--- config.mk ---
export PLATFORM = sky130hd
export DESIGN_NAME = dvi_tx_core
export DESIGN_NICKNAME = d
export VERILOG_FILES = /design/src/dvi_pkg.sv /design/src/dvi_cfg_regs.sv /design/src/dvi_timing.sv /design/src/test_pattern_gen.sv /design/src/tmds_encoder.sv /design/src/dvi_tx_core.sv
export SDC_FILE = /design/constraint.sdc
export NUM_CORES = 1
export LEC_CHECK = 0
export ABC_AREA = 1
export BUFFER_PORTS_ARGS = -buffer_cell sky130_fd_sc_hd__clkbuf_2
export CORE_ASPECT_RATIO = 0.6
export CORE_MARGIN = 2
export CORE_UTILIZATION = 30
export DETAILED_ROUTE_END_ITERATION = 8
export REMOVE_ABC_BUFFERS = 1
export SLEW_MARGIN = 20
export SYNTH_ARGS = -nofsm -noshare
export SYNTH_HDL_FRONTEND = slang
export SYNTH_SLANG_ARGS = --single-unit
--- constraint.sdc ---
create_clock -name clk_dvi_pix -period 12.9 [get_ports clk_dvi_pix]
set_clock_uncertainty 0.1 [all_clocks]
set_input_delay 0.645 -clock clk_dvi_pix [delete_from_list [all_inputs] [get_ports clk_dvi_pix]]
set_output_delay 0.645 -clock clk_dvi_pix [all_outputs]
set_load 0.01 [all_outputs]
--- src/dvi_pkg.sv ---
// Video mode timing, pixel and symbol types, control register map
// and raster region encoding for the 640x480p DVI transmitter

`default_nettype none

package dvi_pkg;

// ----------------------------------------
// 640x480p 60 Hz raster, CEA-861

localparam int H_ACTIVE = 640;
localparam int H_FRONT  = 16;
localparam int H_SYNC   = 96;
localparam int H_BACK   = 48;
localparam int H_TOTAL  = H_ACTIVE + H_FRONT + H_SYNC + H_BACK; // 800 pixels

localparam int V_ACTIVE = 480;
localparam int V_FRONT  = 10;
localparam int V_SYNC   = 2;
localparam int V_BACK   = 33;
localparam int V_TOTAL  = V_ACTIVE + V_FRONT + V_SYNC + V_BACK; // 525 lines

localparam logic SYNC_ACTIVE_LEVEL = 1'b0; // Both syncs active low

// ----------------------------------------
// Types

typedef logic [10:0] coord_t;    // Pixel, line or frame count
typedef logic [7:0]  colour_t;
typedef logic [9:0]  tmds_sym_t;
typedef logic [1:0]  cfg_addr_t;
typedef logic [7:0]  cfg_data_t;

// ----------------------------------------
// Register map

localparam cfg_addr_t REG_CTRL = 2'd0;
localparam int CTRL_ENABLE_BIT = 0;
localparam int CTRL_FREEZE_BIT = 1; // Holds the frame counter

// Horizontal raster regions, in line order
typedef enum logic [1:0] {
	ACTIVE,
	FRONT,
	SYNC,
	BACK
} timing_region_t;

endpackage

`default_nettype wire

--- src/dvi_cfg_regs.sv ---
// Control register block with a one-entry pending write
// Writes land at the next frame start, or at once while disabled

`timescale 1ns/1ns
`default_nettype none

module dvi_cfg_regs import dvi_pkg::*; (
	input  wire             clk_dvi_pix,
	input  wire             rst_n_dvi_pix,

	input  wire             i_cfg_valid,
	input  wire cfg_addr_t  i_cfg_addr,
	input  wire cfg_data_t  i_cfg_wdata,
	output logic            o_cfg_ready,

	input  wire             i_frame_start,
	output logic            o_enable,
	output logic            o_freeze
);

logic pend_valid;
logic pend_enable;
logic pend_freeze;
logic cfg_xfer;
logic apply;

// Only one write in flight
assign o_cfg_ready = !pend_valid;
assign cfg_xfer    = i_cfg_valid && o_cfg_ready;

// Frame boundary, or nothing on screen to disturb
assign apply = pend_valid && (i_frame_start || !o_enable);

// ----------------------------------------
// Control state

always_ff @(posedge clk_dvi_pix or negedge rst_n_dvi_pix) begin
	if (!rst_n_dvi_pix) begin
		pend_valid <= 1'b0;
		o_enable   <= 1'b0;
		o_freeze   <= 1'b0;
	end else if (apply) begin
		pend_valid <= 1'b0;
		o_enable   <= pend_enable;
		o_freeze   <= pend_freeze;
	end else if (cfg_xfer && i_cfg_addr == REG_CTRL) begin
		pend_valid <= 1'b1; // Other addresses are taken and dropped
	end
end

// Pending value, qualified by pend_valid
always_ff @(posedge clk_dvi_pix) begin
	if (cfg_xfer) begin
		pend_enable <= i_cfg_wdata[CTRL_ENABLE_BIT];
		pend_freeze <= i_cfg_wdata[CTRL_FREEZE_BIT];
	end
end

endmodule

`default_nettype wire

--- src/dvi_timing.sv ---
// Raster timing generator for the 800x525 frame
// Produces syncs, data enable, pixel ready and the frame start pulse

`timescale 1ns/1ns
`default_nettype none

module dvi_timing import dvi_pkg::*; (
	input  wire   clk_dvi_pix,
	input  wire   rst_n_dvi_pix,

	input  wire   i_enable,

	output logic  o_hsync,
	output logic  o_vsync,
	output logic  o_de,
	output logic  o_frame_start,
	output logic  o_pix_ready
);

// Last pixel of each horizontal region
localparam coord_t H_ACTIVE_LAST = coord_t'(H_ACTIVE - 1);
localparam coord_t H_FRONT_LAST  = coord_t'(H_ACTIVE + H_FRONT - 1);
localparam coord_t H_SYNC_LAST   = coord_t'(H_ACTIVE + H_FRONT + H_SYNC - 1);
localparam coord_t H_LAST        = coord_t'(H_TOTAL - 1);

// Vertical sync window, lines 490 and 491
localparam coord_t V_SYNC_FIRST  = coord_t'(V_ACTIVE + V_FRONT);
localparam coord_t V_SYNC_LAST   = coord_t'(V_ACTIVE + V_FRONT + V_SYNC - 1);
localparam coord_t V_LAST        = coord_t'(V_TOTAL - 1);

coord_t         h_ctr;
coord_t         v_ctr;
timing_region_t h_region;
logic           v_active;
logic           v_in_sync;

// ----------------------------------------
// Position counters

always_ff @(posedge clk_dvi_pix or negedge rst_n_dvi_pix) begin
	if (!rst_n_dvi_pix) begin
		h_ctr    <= '0;
		v_ctr    <= '0;
		h_region <= ACTIVE;
	end else if (!i_enable) begin
		h_ctr    <= '0; // Parked at the origin
		v_ctr    <= '0;
		h_region <= ACTIVE;
	end else begin
		h_ctr <= h_ctr + coord_t'(1);
		case (h_ctr)
			H_ACTIVE_LAST: h_region <= FRONT;
			H_FRONT_LAST:  h_region <= SYNC;
			H_SYNC_LAST:   h_region <= BACK;
			default:       h_region <= h_region;
		endcase
		if (h_ctr == H_LAST) begin
			h_ctr    <= '0;
			h_region <= ACTIVE;
			if (v_ctr == V_LAST)
				v_ctr <= '0;
			else
				v_ctr <= v_ctr + coord_t'(1);
		end
	end
end

// ----------------------------------------
// Outputs, decoded from the position

assign v_active  = v_ctr < coord_t'(V_ACTIVE);
assign v_in_sync = v_ctr >= V_SYNC_FIRST && v_ctr <= V_SYNC_LAST;

assign o_hsync = (h_region == SYNC) ? SYNC_ACTIVE_LEVEL : !SYNC_ACTIVE_LEVEL;
assign o_vsync = v_in_sync ? SYNC_ACTIVE_LEVEL : !SYNC_ACTIVE_LEVEL;

// Enable gate keeps the parked origin out of active video
assign o_de          = i_enable && h_region == ACTIVE && v_active;
assign o_frame_start = i_enable && h_ctr == '0 && v_ctr == '0;
assign o_pix_ready   = o_de; // Never stalls inside active video

endmodule

`default_nettype wire

--- src/test_pattern_gen.sv ---
// Moving colour test pattern source
// Pixel, line and frame counters advance on accepted pixels

`timescale 1ns/1ns
`default_nettype none

module test_pattern_gen import dvi_pkg::*; (
	input  wire      clk_dvi_pix,
	input  wire      rst_n_dvi_pix,

	input  wire      i_enable,
	input  wire      i_freeze,

	input  wire      i_pix_ready,
	output logic     o_pix_valid,
	output colour_t  o_red,
	output colour_t  o_green,
	output colour_t  o_blue
);

coord_t  pix_ctr;
coord_t  line_ctr;
coord_t  frame_ctr;
colour_t red_sum;
colour_t green_sum;
logic    pix_xfer;

assign o_pix_valid = i_enable;
assign pix_xfer    = o_pix_valid && i_pix_ready;

always_ff @(posedge clk_dvi_pix or negedge rst_n_dvi_pix) begin
	if (!rst_n_dvi_pix) begin
		pix_ctr   <= '0;
		line_ctr  <= '0;
		frame_ctr <= '0;
	end else if (!i_enable) begin
		pix_ctr  <= '0; // Realign with the parked raster
		line_ctr <= '0;
	end else if (pix_xfer) begin
		if (pix_ctr == coord_t'(H_ACTIVE - 1)) begin
			pix_ctr <= '0;
			if (line_ctr == coord_t'(V_ACTIVE - 1)) begin
				line_ctr <= '0;
				if (!i_freeze)
					frame_ctr <= frame_ctr + coord_t'(1);
			end else begin
				line_ctr <= line_ctr + coord_t'(1);
			end
		end else begin
			pix_ctr <= pix_ctr + coord_t'(1);
		end
	end
end

// Diagonal ramps drifting with the frame count
assign red_sum   = pix_ctr[7:0] + frame_ctr[7:0];
assign green_sum = line_ctr[7:0] + frame_ctr[7:0];

assign o_red   = {red_sum[5:0], 2'b00};
assign o_green = {green_sum[5:0], 2'b00};
assign o_blue  = frame_ctr[7:0];

endmodule

`default_nettype wire

--- src/tmds_encoder.sv ---
// Single TMDS channel encoder
// Transition minimising stage, DC balancing stage and control symbols

`timescale 1ns/1ns
`default_nettype none

module tmds_encoder import dvi_pkg::*; (
	input  wire           clk_dvi_pix,
	input  wire           rst_n_dvi_pix,

	input  wire           i_de,
	input  wire colour_t  i_data,
	input  wire           i_c0,
	input  wire           i_c1,

	output tmds_sym_t     o_sym
);

logic [3:0]        n1_data;
logic              use_xnor;
logic [8:0]        q_m;
logic [3:0]        n1_qm;
logic signed [5:0] diff_qm;  // Ones minus zeros of q_m[7:0]
logic signed [5:0] disp;     // Running disparity
logic signed [5:0] disp_next;
tmds_sym_t         data_sym;
tmds_sym_t         ctrl_sym;

// ----------------------------------------
// Stage 1, transition minimising

always_comb begin
	n1_data  = 4'($countones(i_data));
	use_xnor = n1_data > 4'd4 || (n1_data == 4'd4 && !i_data[0]);
	q_m[0]   = i_data[0];
	for (int i = 1; i < 8; i++)
		q_m[i] = use_xnor ? !(q_m[i-1] ^ i_data[i]) : (q_m[i-1] ^ i_data[i]);
	q_m[8] = !use_xnor;
	n1_qm   = 4'($countones(q_m[7:0]));
	diff_qm = $signed({1'b0, n1_qm, 1'b0}) - 6'sd8; // 2*n1 - 8
end

// ----------------------------------------
// Stage 2, DC balance

always_comb begin
	if (disp == 6'sd0 || diff_qm == 6'sd0) begin
		data_sym  = {!q_m[8], q_m[8], q_m[8] ? q_m[7:0] : ~q_m[7:0]};
		disp_next = q_m[8] ? disp + diff_qm : disp - diff_qm;
	end else if ((disp > 6'sd0 && diff_qm > 6'sd0) ||
		(disp < 6'sd0 && diff_qm < 6'sd0)) begin
		data_sym  = {1'b1, q_m[8], ~q_m[7:0]}; // Invert to pull back
		disp_next = disp + (q_m[8] ? 6'sd2 : 6'sd0) - diff_qm;
	end else begin
		data_sym  = {1'b0, q_m[8], q_m[7:0]};
		disp_next = disp - (q_m[8] ? 6'sd0 : 6'sd2) + diff_qm;
	end
end

// Control period symbols, selected by {c1, c0}
always_comb begin
	case ({i_c1, i_c0})
		2'b00:   ctrl_sym = 10'b1101010100;
		2'b01:   ctrl_sym = 10'b0010101011;
		2'b10:   ctrl_sym = 10'b0101010100;
		default: ctrl_sym = 10'b1010101011;
	endcase
end

always_ff @(posedge clk_dvi_pix or negedge rst_n_dvi_pix) begin
	if (!rst_n_dvi_pix)
		disp <= '0;
	else if (i_de)
		disp <= disp_next;
	else
		disp <= '0; // Balance restarts every blanking period
end

always_ff @(posedge clk_dvi_pix) begin
	o_sym <= i_de ? data_sym : ctrl_sym;
end

endmodule

`default_nettype wire

--- src/dvi_tx_core.sv ---
// DVI transmitter core on the pixel clock
// Control registers, raster timing, test pattern and three TMDS encoders

`timescale 1ns/1ns
`default_nettype none

module dvi_tx_core import dvi_pkg::*; (
	input  wire             clk_dvi_pix,
	input  wire             rst_n_dvi_pix,

	// Control write port
	input  wire             i_cfg_valid,
	input  wire cfg_addr_t  i_cfg_addr,
	input  wire cfg_data_t  i_cfg_wdata,
	output logic            o_cfg_ready,

	// Parallel TMDS symbols, one per pixel clock
	output tmds_sym_t       o_tmds0,
	output tmds_sym_t       o_tmds1,
	output tmds_sym_t       o_tmds2
);

logic    enable;
logic    freeze;
logic    frame_start;
logic    hsync;
logic    vsync;
logic    de;
logic    pix_ready;
logic    pix_valid;
colour_t red;
colour_t green;
colour_t blue;

// ----------------------------------------
// Control and timing

dvi_cfg_regs u_cfg_regs (
	.clk_dvi_pix   (clk_dvi_pix),
	.rst_n_dvi_pix (rst_n_dvi_pix),
	.i_cfg_valid   (i_cfg_valid),
	.i_cfg_addr    (i_cfg_addr),
	.i_cfg_wdata   (i_cfg_wdata),
	.o_cfg_ready   (o_cfg_ready),
	.i_frame_start (frame_start),
	.o_enable      (enable),
	.o_freeze      (freeze)
);

dvi_timing u_timing (
	.clk_dvi_pix   (clk_dvi_pix),
	.rst_n_dvi_pix (rst_n_dvi_pix),
	.i_enable      (enable),
	.o_hsync       (hsync),
	.o_vsync       (vsync),
	.o_de          (de),
	.o_frame_start (frame_start),
	.o_pix_ready   (pix_ready)
);

// ----------------------------------------
// Pixel source

test_pattern_gen u_pattern (
	.clk_dvi_pix   (clk_dvi_pix),
	.rst_n_dvi_pix (rst_n_dvi_pix),
	.i_enable      (enable),
	.i_freeze      (freeze),
	.i_pix_ready   (pix_ready),
	.o_pix_valid   (pix_valid),
	.o_red         (red),
	.o_green       (green),
	.o_blue        (blue)
);

// ----------------------------------------
// Encoders

tmds_encoder u_enc0 ( // Blue, carries the syncs
	.clk_dvi_pix   (clk_dvi_pix),
	.rst_n_dvi_pix (rst_n_dvi_pix),
	.i_de          (de && pix_valid),
	.i_data        (blue),
	.i_c0          (hsync),
	.i_c1          (vsync),
	.o_sym         (o_tmds0)
);

tmds_encoder u_enc1 ( // Green
	.clk_dvi_pix   (clk_dvi_pix),
	.rst_n_dvi_pix (rst_n_dvi_pix),
	.i_de          (de && pix_valid),
	.i_data        (green),
	.i_c0          (1'b0),
	.i_c1          (1'b0),
	.o_sym         (o_tmds1)
);

tmds_encoder u_enc2 ( // Red
	.clk_dvi_pix   (clk_dvi_pix),
	.rst_n_dvi_pix (rst_n_dvi_pix),
	.i_de          (de && pix_valid),
	.i_data        (red),
	.i_c0          (1'b0),
	.i_c1          (1'b0),
	.o_sym         (o_tmds2)
);

endmodule

`default_nettype wire

; Word level (Yosys, flattened, before mapping)
; Index checks and enable logic that the tools add are counted.
; Widths: inputs -> output; s select.
[word_totals]
elab_cells = 273
reg_bits = 110
input_bits = 13
output_inout_bits = 31
[op_classes]
magnitude_cmp = 18
reduce_logical = 65
n_eq_ne = 17
add_sub_neg = 64
bitwise_logic = 23
n_mux = 69
[op_table]
columns = cell, count
row1 = $mux 11, 12
row2 = $mux 6, 12
row3 = $mux 10, 7
row4 = $add 6x6->6, 11
row5 = $eq 11x10->1 const B, 6
row6 = $add 4x4->4, 14
row7 = $add 11x1->11 const B, 5
row8 = $sub 6x6->6, 9
row9 = $add 1x1->2, 20
row10 = $gt 6x1->1 const B, 6
row11 = $logic_not 6->1, 6
row12 = $lt 6x1->1 const B, 6
row13 = $pmux 10 s3, 1
row14 = $logic_not 1->1, 25
row15 = $mux 1, 25
row16 = $mux 8, 3
row17 = $not 8->8, 3
row18 = $logic_not 11->1, 2
row19 = $xor 1x1->1, 19
row20 = $sub 5x4->6 const B, 3
row21 = $logic_and 1x1->1, 16
row22 = $mux 2, 8
row23 = $eq 4x3->1 const B, 3
row24 = $gt 4x3->1 const B, 3
row25 = other kinds (16), 31

; Longest topological paths before layout
; Gate-level depths: netlist (run 1).
[depth]
word_depth = 35
depth_mapped = 40
depth_no_buf = 40

; By module
; Synthesis (run 1) repeated with hierarchy kept, for this count alone.
[unflattened]
hier_cells = 1415
area_unflattened_um2 = 10593.9
[by_module_without_submodules]
columns = module, cells_each, area_each_um2, instances, seq_area_each_um2
row1 = test_pattern_gen, 326, 2314.7, 1, 750.7
row2 = tmds_encoder at u_enc1, 297, 2243.4, 1, 325.3
row3 = tmds_encoder at u_enc0, 295, 2179.6, 1, 325.3
row4 = tmds_encoder at u_enc2, 267, 2089.5, 1, 325.3
row5 = dvi_timing, 207, 1554.0, 1, 600.6
row6 = dvi_cfg_regs, 20, 201.4, 1, 135.1
row7 = dvi_tx_core, 3, 11.3, 1, 0.0

; Worst setup path before layout (run 1)
; No wires, ideal clock.
[synth_timing]
kind = register to register
from = register u_pattern.frame_ctr[4]
to = register u_enc0.disp[5]
synth_period_minus_slack_ps = 7027
arrival_ps = 6841
path_buffers = 0
setup_slack_ps = 5873
setup_time_ps = 86
stages_incl_launch_ff = 35
path_cell_list = dfrtp_1 > ha_1 > inv_1 > fa_1 > inv_1 > fa_1 > ha_1 > inv_1 > fa_1 > inv_2 > a21oi_4 > nand2_2 > nand2_4 > nand2_4 > nand2_2 > nand2_4 > nand2_4 > nand2_1 > a21oi_1 > fa_1 > fa_1 > ha_1 > inv_1 > fa_1 > inv_1 > ha_1 > xor2_1 > o21ai_0 > ha_1 > a21oi_1 > nand2_1 > xor2_1 > o21ai_0 > a21oi_1 > nor3_1
[synth_between]
elab_chain_len = 35
elab_cells_between_ends = 53
cone_classes = add/sub (17) / order compare (3) / eq/ne (1) / mux (13) / bitwise (6) / reduce/logical (13)
[synth_rtl]
columns = item, line
row1 = start: declaration, test_pattern_gen.sv:23  ; coord_t frame_ctr;
row2 = start signal: assignment, test_pattern_gen.sv:45  ; frame_ctr <= frame_ctr + coord_t'(1);
row3 = branches (longest 33 deep; another with $add 4x4->4), -
row4 = $mux 6 (*), tmds_encoder.sv:47  ; if (disp == 6'sd0 || diff_qm == 6'sd0) begin
row5 = $mux 6 (*), tmds_encoder.sv:73  ; else if (i_de)
row6 = end signal: assignment, tmds_encoder.sv:74  ; disp <= disp_next;
row7 = end: declaration, tmds_encoder.sv:24  ; logic signed [5:0] disp;
; Mark *: on every way between the ends.
; A chain may end at the register's enable or synchronous reset.

; Worst setup path in the final report (run 1)
[layout_timing]
from = register u_pattern.frame_ctr[5]
to = register u_enc0.o_sym[7]
[layout_between]
elab_chain_len = 35
elab_cells_between_ends = 46
cone_classes = add/sub (11) / order compare (3) / eq/ne (1) / mux (11) / bitwise (7) / reduce/logical (13)
[layout_rtl]
columns = item, line
row1 = branches (longest 33 deep; another with $add 4x4->4), -
row2 = $mux 10 (*), tmds_encoder.sv:47
row3 = $mux 10 (*), tmds_encoder.sv:80  ; o_sym <= i_de ? data_sym : ctrl_sym;
row4 = end signal: assignment, tmds_encoder.sv:80
row5 = end: declaration, tmds_encoder.sv:16  ; output tmds_sym_t o_sym
; Marks and branches as above.

==> results of run 1 <==
[layer usage]
metal,global-route usage (%),part of all wire [%]
met4,3.42,1.0
met2,19.0,37
met1,23.3,58
met3,3.16,4.9
met5,0,0
[worst max-delay path, delay by kind of cell (launching register included)]
kind                     cells  cell delay, ps
flip-flops                   1             600
AO/OA/AOI/OAI                2             490
AND/OR/NAND/NOR             16            2060
buffers and inverters       10             890
adder cells (fa/ha/maj)     11            3890
[registers in the layout, indices dropped and copies added (netlist names)]
signal / count
u_enc0.disp: 5
u_pattern.pix_ctr: 11
u_timing.h_ctr: 11
u_cfg_regs.pend_freeze: 1
u_timing.v_ctr: 11
u_enc1.o_sym: 10
u_pattern.line_ctr: 11
u_timing.h_region: 2
u_cfg_regs.o_enable: 1
u_enc2.o_sym: 10
u_cfg_regs.o_freeze: 1
u_pattern.frame_ctr: 8
u_enc1.disp: 5
u_cfg_regs.pend_valid: 1
u_enc0.o_sym: 10
u_enc2.disp: 5
u_cfg_regs.pend_enable: 1
[worst paths after layout]
check / depth (start not counted) / start / endpoint / slack [ps]
worst max register to register: 39 / u_pattern.frame_ctr[5]$_DFFE_PN0P_ / u_enc0.o_sym[7]$_DFF_P_ / 4740
max in group asynchronous: 3 / rst_n_dvi_pix / u_enc2.disp[4]$_DFF_PN0_ / 11040
min in group asynchronous: 2 / rst_n_dvi_pix / u_timing.v_ctr[6]$_DFFE_PN0P_ / 480
worst min-delay path: 1 / i_cfg_wdata[0] / u_cfg_regs.pend_enable$_DFFE_PP_ / 320
worst min register to register: 1 / u_timing.h_ctr[0]$_DFF_PN0_ / u_timing.h_ctr[0]$_DFF_PN0_ / 360
worst max-delay path: 39 / u_pattern.frame_ctr[5]$_DFFE_PN0P_ / u_enc0.o_sym[7]$_DFF_P_ / 4740
[through the flow]
stage | setup slack (ps) | area [um2] | utilization (%) | instances | hold WS (ps)
after CTS | 4700 | 9800 | 33.9 | 1574 | 307
final | 4740 | 9800 | 33.9 | 1574 | 320
after floorplan | 5720 | 8760 | - | 1118 | 249
after global placement | 4880 | 9470 | 32.8 | 1557 | 355
after detailed placement | 4750 | 9470 | 32.8 | 1557 | 357
after global routing | 4160 | 9800 | 33.9 | 1574 | 301
[logic make-up (layout without fill, tap and decap cells)]
kind of cell    Yosys count  after routing  share of synthesized area, %
xor+xnor                 65             65                          6.76
flops                   104            104                          27.8
buf+inv                 230            272                          10.2
simple gates            399            399                          20.5
mux                       1              1                         0.170
compound gates          196            196                          12.6
fa+ha+maj               137            137                          21.9
[layout make-up]
type | instances | area share [%]
clock inverter | 7 | 1.01
sequential | 104 | 25.1
multi-input combinational | 798 | 56.0
clock buffer | 9 | 2.30
tap | 400 | 5.11
inverter | 216 | 8.30
timing repair buffer | 40 | 2.17
[synthesized netlist by cell type (18+ instances only)]
cell,n
xor2_1,44
xnor2_1,18
dfrtp_1,72
nand3_1,47
a21oi_1,76
inv_1,201
ha_1,107
fa_1,30
nor3_1,31
nor2_1,68
dfxtp_1,30
o21ai_0,62
nand2_1,188
==> impl_metrics.json, run 1 <==
{
  "cts_tree": "built",
  "crit_path_end_kind": "flop",
  "drt_iter0_drc": 485,
  "cap_violations": 0,
  "yosys_warnings": 0,
  "n_antenna_cell": 0,
  "ios": 44,
  "syn_area_mm2": 0.00885,
  "synth-edff-count": 2,
  "critPathLaunchType": "flop",
  "first_global_vias": 6988,
  "cts_sinks": 104,
  "grt_max_degree": 67,
  "clk_pin_slew_worst_paths_ps": 90,
  "async_flop_share_pct": 69.2,
  "clock.fmax_mhz": 123,
  "layout_min_cycle_time_ps": 8160,
  "cp_common_cell": "inv_1",
  "clkLatencyLatePin_ps": 400,
  "gr-total-overflow": 0,
  "final_common_cell": "inv_1",
  "layout_common_cells": "inv_1, nand2_1, ha_1, a21oi_1, dfrtp_1",
  "yosysUniqueCellTypes": 59,
  "place_hpwl_mm": 16.3,
  "initial_core_util_pct": 30.6,
  "ant_nets": 0,
  "crit_arrival_ps": 8350,
  "fin_crit_sh_pct": 63.2,
  "syn_inst": 1132,
  "crit_path_top_delay_cell": "dfrtp_1",
  "cts-resized-gates": 0,
  "synth_area_leader_cell": "dfrtp_1",
  "holdCritPathClass": "in -> reg",
  "vias": 7285,
  "cts_buffers": 9,
  "grt_pass1_wl_mm": 35.6,
  "drc": 0,
  "yosys.area.top_type_share_pct": 20.4,
  "final-setup-viol-count": 0,
  "synth_flop_cell": "dfrtp_1",
  "synth-seq-area-share_pct": 27.8,
  "ctsHoldBuffers": 1,
  "report.final.slew_viol_count": 0,
  "root_buffer": "clkbuf_16",
  "die-area_mm2": 0.0309,
  "die_h_um": 137,
  "gp_congestion": 0.845,
  "viasPerCell": 4.63,
  "critPathRequiredTime_ps": 13090,
  "synth.ff_latch_count": 104,
  "avgSynthCellArea_um2": 7.82,
  "drt-total-wl_mm": 20.8,
  "fp-row-count": 48,
  "grtUsageTotal_pct": 14.6,
  "crit_type": "reg -> reg",
  "drtPass1Iterations": 6,
  "grt_antenna_before_repair": 0,
  "nets": 1319,
  "tightest_slew_ps": 973,
  "cp_slowest_stage_delay_ps": 600,
  "clk_path_buf_depth": 2,
  "seq_area_mm2": 0.00246,
  "syn2layout_area_growth_pct": 10.7,
  "hold_viol": 0,
  "tns_ps": 0,
  "cts_setup_buffers": 0,
  "n_fill_cell": 3055,
  "ctsHtreeMaxLevel": 3,
  "cp_max_fo": 17,
  "status": "completed",
  "multi_input_area_mm2": 0.00549,
  "core_area_mm2": 0.0289,
  "drive_gt1_share_pct": 9.71,
  "portBuffers": 37,
  "fp.dieW_um": 226,
  "rsz0062_at_grt": "no",
  "relSlewSlack_pct": 35.2,
  "synthTopCellsByArea": "dfrtp_1, ha_1, inv_1, nand2_1, dfxtp_1",
  "wl_per_cell_um": 13.2
}
Power of run 1 is not shown: default switching activity piles up to over one toggle a cycle in this logic, so the estimate is an artifact.
==> inputs of run 2 (changes only) <==
--- a/config.mk
+++ b/config.mk
@@ -5,7 +5,7 @@
 export SDC_FILE = /design/constraint.sdc
 export NUM_CORES = 1
 export LEC_CHECK = 0
-export ABC_AREA = 1
+export ABC_AREA = 0
 export BUFFER_PORTS_ARGS = -buffer_cell sky130_fd_sc_hd__clkbuf_2
 export CORE_ASPECT_RATIO = 0.6
 export CORE_MARGIN = 2
==> constraint.sdc (replaced) <==
create_clock -name clk_dvi_pix -period 7.8 [get_ports clk_dvi_pix]
set_clock_uncertainty 0.1 [all_clocks]
set_input_delay 0.39 -clock clk_dvi_pix [delete_from_list [all_inputs] [get_ports clk_dvi_pix]]
set_output_delay 0.39 -clock clk_dvi_pix [all_outputs]
set_load 0.01 [all_outputs]
==> impl_metrics.json, run 2 <==
{
  "leakage_nw": 4.72,
  "die_h_um": 135,
  "rrSetupSlack_ps": 500,
  "syn2layout_area_growth_pct": 11.5,
  "r2r-end": "u_enc1.disp[5]$_DFF_PN0_",
  "reg2reg_depth": 29,
  "nets": 1111,
  "avgSynthCellArea_um2": 9.33,
  "synth_compound_gate_area_share_pct": 12.8,
  "clock.fmax_mhz": 137,
  "first_global_vias": 6042,
  "fp-row-count": 47,
  "place_hpwl_mm": 14.7,
  "synth-edff-count": 2,
  "drt-total-wl_mm": 19.1,
  "crit_path_top_delay_cell": "fa_1",
  "die-area_mm2": 0.0300,
  "syn_inst": 919,
  "initial_core_util_pct": 30.8,
  "startpoint": "u_pattern.line_ctr[0]$_DFFE_PN0P_",
  "fin_cells": 1333,
  "yosys.area.top_type_share_pct": 21.0,
  "synth-seq-area-share_pct": 28.7,
  "portBuffers": 37,
  "final-setup-viol-count": 0,
  "drtPass1Iterations": 5,
  "synth_commonest_cells": "ha_1, inv_1, dfrtp_1, xnor2_1, nor2_1",
  "yosys_warnings": 0,
  "crit_arrival_ps": 7440,
  "cts_tree": "built",
  "grtUsageTotal_pct": 13.3,
  "fin_crit_sh_pct": 93.6,
  "hold-worst-slack_ps": 94.4,
  "drc": 0,
  "synth.ff_latch_count": 104,
  "core_area_mm2": 0.0278,
  "synth_top_family_by_area": "adder cells",
  "layout_common_cells": "ha_1, inv_1, xnor2_1, dfrtp_1, nor2_1",
  "tightest_slew_ps": 793,
  "vias": 6258,
  "endpoint": "u_enc1.disp[5]$_DFF_PN0_",
  "hold_viol": 0,
  "layout_setup_ws_ps": 503,
  "synth_flop_cell": "dfrtp_1",
  "final_common_cell": "ha_1",
  "synthAdderAreaFrac_pct": 22.6,
  "finalCoreUtilization_pct": 34.4,
  "root_buffer": "clkbuf_16",
  "synth_mux_area_share_pct": 1.09,
  "crit_path_end_kind": "flop",
  "peakVddDrop_v": 0.000229,
  "ant_nets": 0,
  "holdCritPathClass": "in -> reg",
  "p_per_area_mw_per_mm2": 407,
  "cp_slowest_stage_delay_ps": 580,
  "rsz0062_at_grt": "no",
  "syn_area_mm2": 0.00858,
  "critPathRequiredTime_ps": 7940,
  "clkLatencyLatePin_ps": 370,
  "pre_cts_slack_ps": 340,
  "grt_pass1_wl_mm": 32.0,
  "relSlewSlack_pct": 47.1,
  "tns_ps": 0,
  "cts_sinks": 104,
  "synthTopCellsByArea": "dfrtp_1, ha_1, xnor2_1, dfxtp_1, fa_1",
  "ios": 44,
  "ctsHtreeMaxLevel": 3,
  "clk_pin_slew_worst_paths_ps": 80,
  "synth-simple-area-share_pct": 14.8,
  "gp_congestion": 0.852,
  "yosysMostFrequentCell": "ha_1",
  "report.final.slew_viol_count": 0,
  "viasPerCell": 4.69,
  "placedCellCount": 1314,
  "n_antenna_cell": 0,
  "fp.dieW_um": 222,
  "wl_per_cell_um": 14.3,
  "layout_min_cycle_time_ps": 7300,
  "yosysUniqueCellTypes": 74,
  "grt_antenna_before_repair": 0,
  "crit_type": "reg -> reg",
  "cap_violations": 0,
  "cts_buffers": 9,
  "synthXorXnorAreaFrac_pct": 14.1,
  "rr_startpoint": "u_pattern.line_ctr[0]$_DFFE_PN0P_",
  "critPathLaunchType": "flop",
  "gr-total-overflow": 0,
  "status": "completed",
  "synth_area_leader_cell": "dfrtp_1",
  "clk_path_buf_depth": 2,
  "grt_max_degree": 59,
  "drive_gt1_share_pct": 11.0,
  "cp_max_fo": 6,
  "drt_iter0_drc": 410,
  "async_flop_share_pct": 69.2
}
run 2: cell types whose count changed in the layout (fill, tap and decap cells not counted), sizes merged, moves of 15 or more:
cell	change
nand2	-142
inv	-112
xnor2	+60
a21oi	-27
nand3	-27
o21ai	-24
nor3	-23
a21o	+19
and2	+16
buf	+15
run 2: repair_timing:
action                                 in CTS  in global routing
setup buffers                               0                  2
setup endpoints to repair                   0                  1
hold buffers                                1                  0
endpoints found under the hold margin      14                  0
gates resized for setup                     0                  2
run 2: area by class of cell:
type / instances / area, um2
fill: 2819 / 18300
inverter: 105 / 394
tap: 367 / 459
multi-input combinational: 686 / 5620
clock buffer: 10 / 250
clock inverter: 6 / 48.8
timing repair buffer: 55 / 325
sequential: 104 / 2460
run 2: worst min path at each step:
stage          depth (start not counted)                                to           start
2_1_floorplan                          0   u_cfg_regs.o_enable$_DFFE_PN0P_   rst_n_dvi_pix
3_3_place_gp                           1          u_enc1.disp[2]$_DFF_PN0_   rst_n_dvi_pix
3_5_place_dp                           1          u_enc1.disp[2]$_DFF_PN0_   rst_n_dvi_pix
4_1_cts                                1  u_cfg_regs.pend_freeze$_DFFE_PP_  i_cfg_wdata[1]
5_1_grt                                1  u_cfg_regs.pend_freeze$_DFFE_PP_  i_cfg_wdata[1]
6_report                               1  u_cfg_regs.pend_freeze$_DFFE_PP_  i_cfg_wdata[1]
run 2: cells by family (layout without fill, tap and decap cells):
| group | Yosys count | in the layout |
|---|---|---|
| adder cells (fa/ha/maj) | 137 | 137 |
| XOR/XNOR | 126 | 126 |
| buffers and inverters | 129 | 176 |
| AND/OR/NAND/NOR | 248 | 248 |
| AO/OA/AOI/OAI | 166 | 166 |
| multiplexers | 9 | 9 |
| flip-flops | 104 | 104 |
run 2: critical path, delay by kind of cell, from the launching register on:
family | cells | cell delay, ps
AOI/OAI and AO/OA | 8 | 1330
xor gates and xnor gates | 6 | 1480
adders and majority gates | 9 | 3400
buffers and inverters | 5 | 350
DFF | 1 | 460
and+or+nand+nor | 1 | 50
run 2: metal layers:
metal / track usage [%] / vias to the layer above / part of all wire, %
li1: - / 3169 / -
met1: 20.8 / 2973 / 57
met2: 18.0 / 102 / 38
met3: 3.39 / 14 / 4.6
met4: 2.85 / 0 / 0.89
met5: 0 / - / 0
run 2: power by group:
part           internal (W)  total, W  switching, W
sequential         0.000667  0.000755     0.0000882
combinational       0.00120   0.00266       0.00146
clock              0.000240  0.000473      0.000234
run 2: metrics by stage:
step	cell area [um2]	total power, W
2_1_floorplan	8480	0.00284
3_3_place_gp	9240	0.00340
3_5_place_dp	9240	0.00344
4_1_cts	9550	0.00394
5_1_grt	9560	0.00433
6_report	9560	0.00389
No activity file was read; power rests on OpenSTA's default activity.
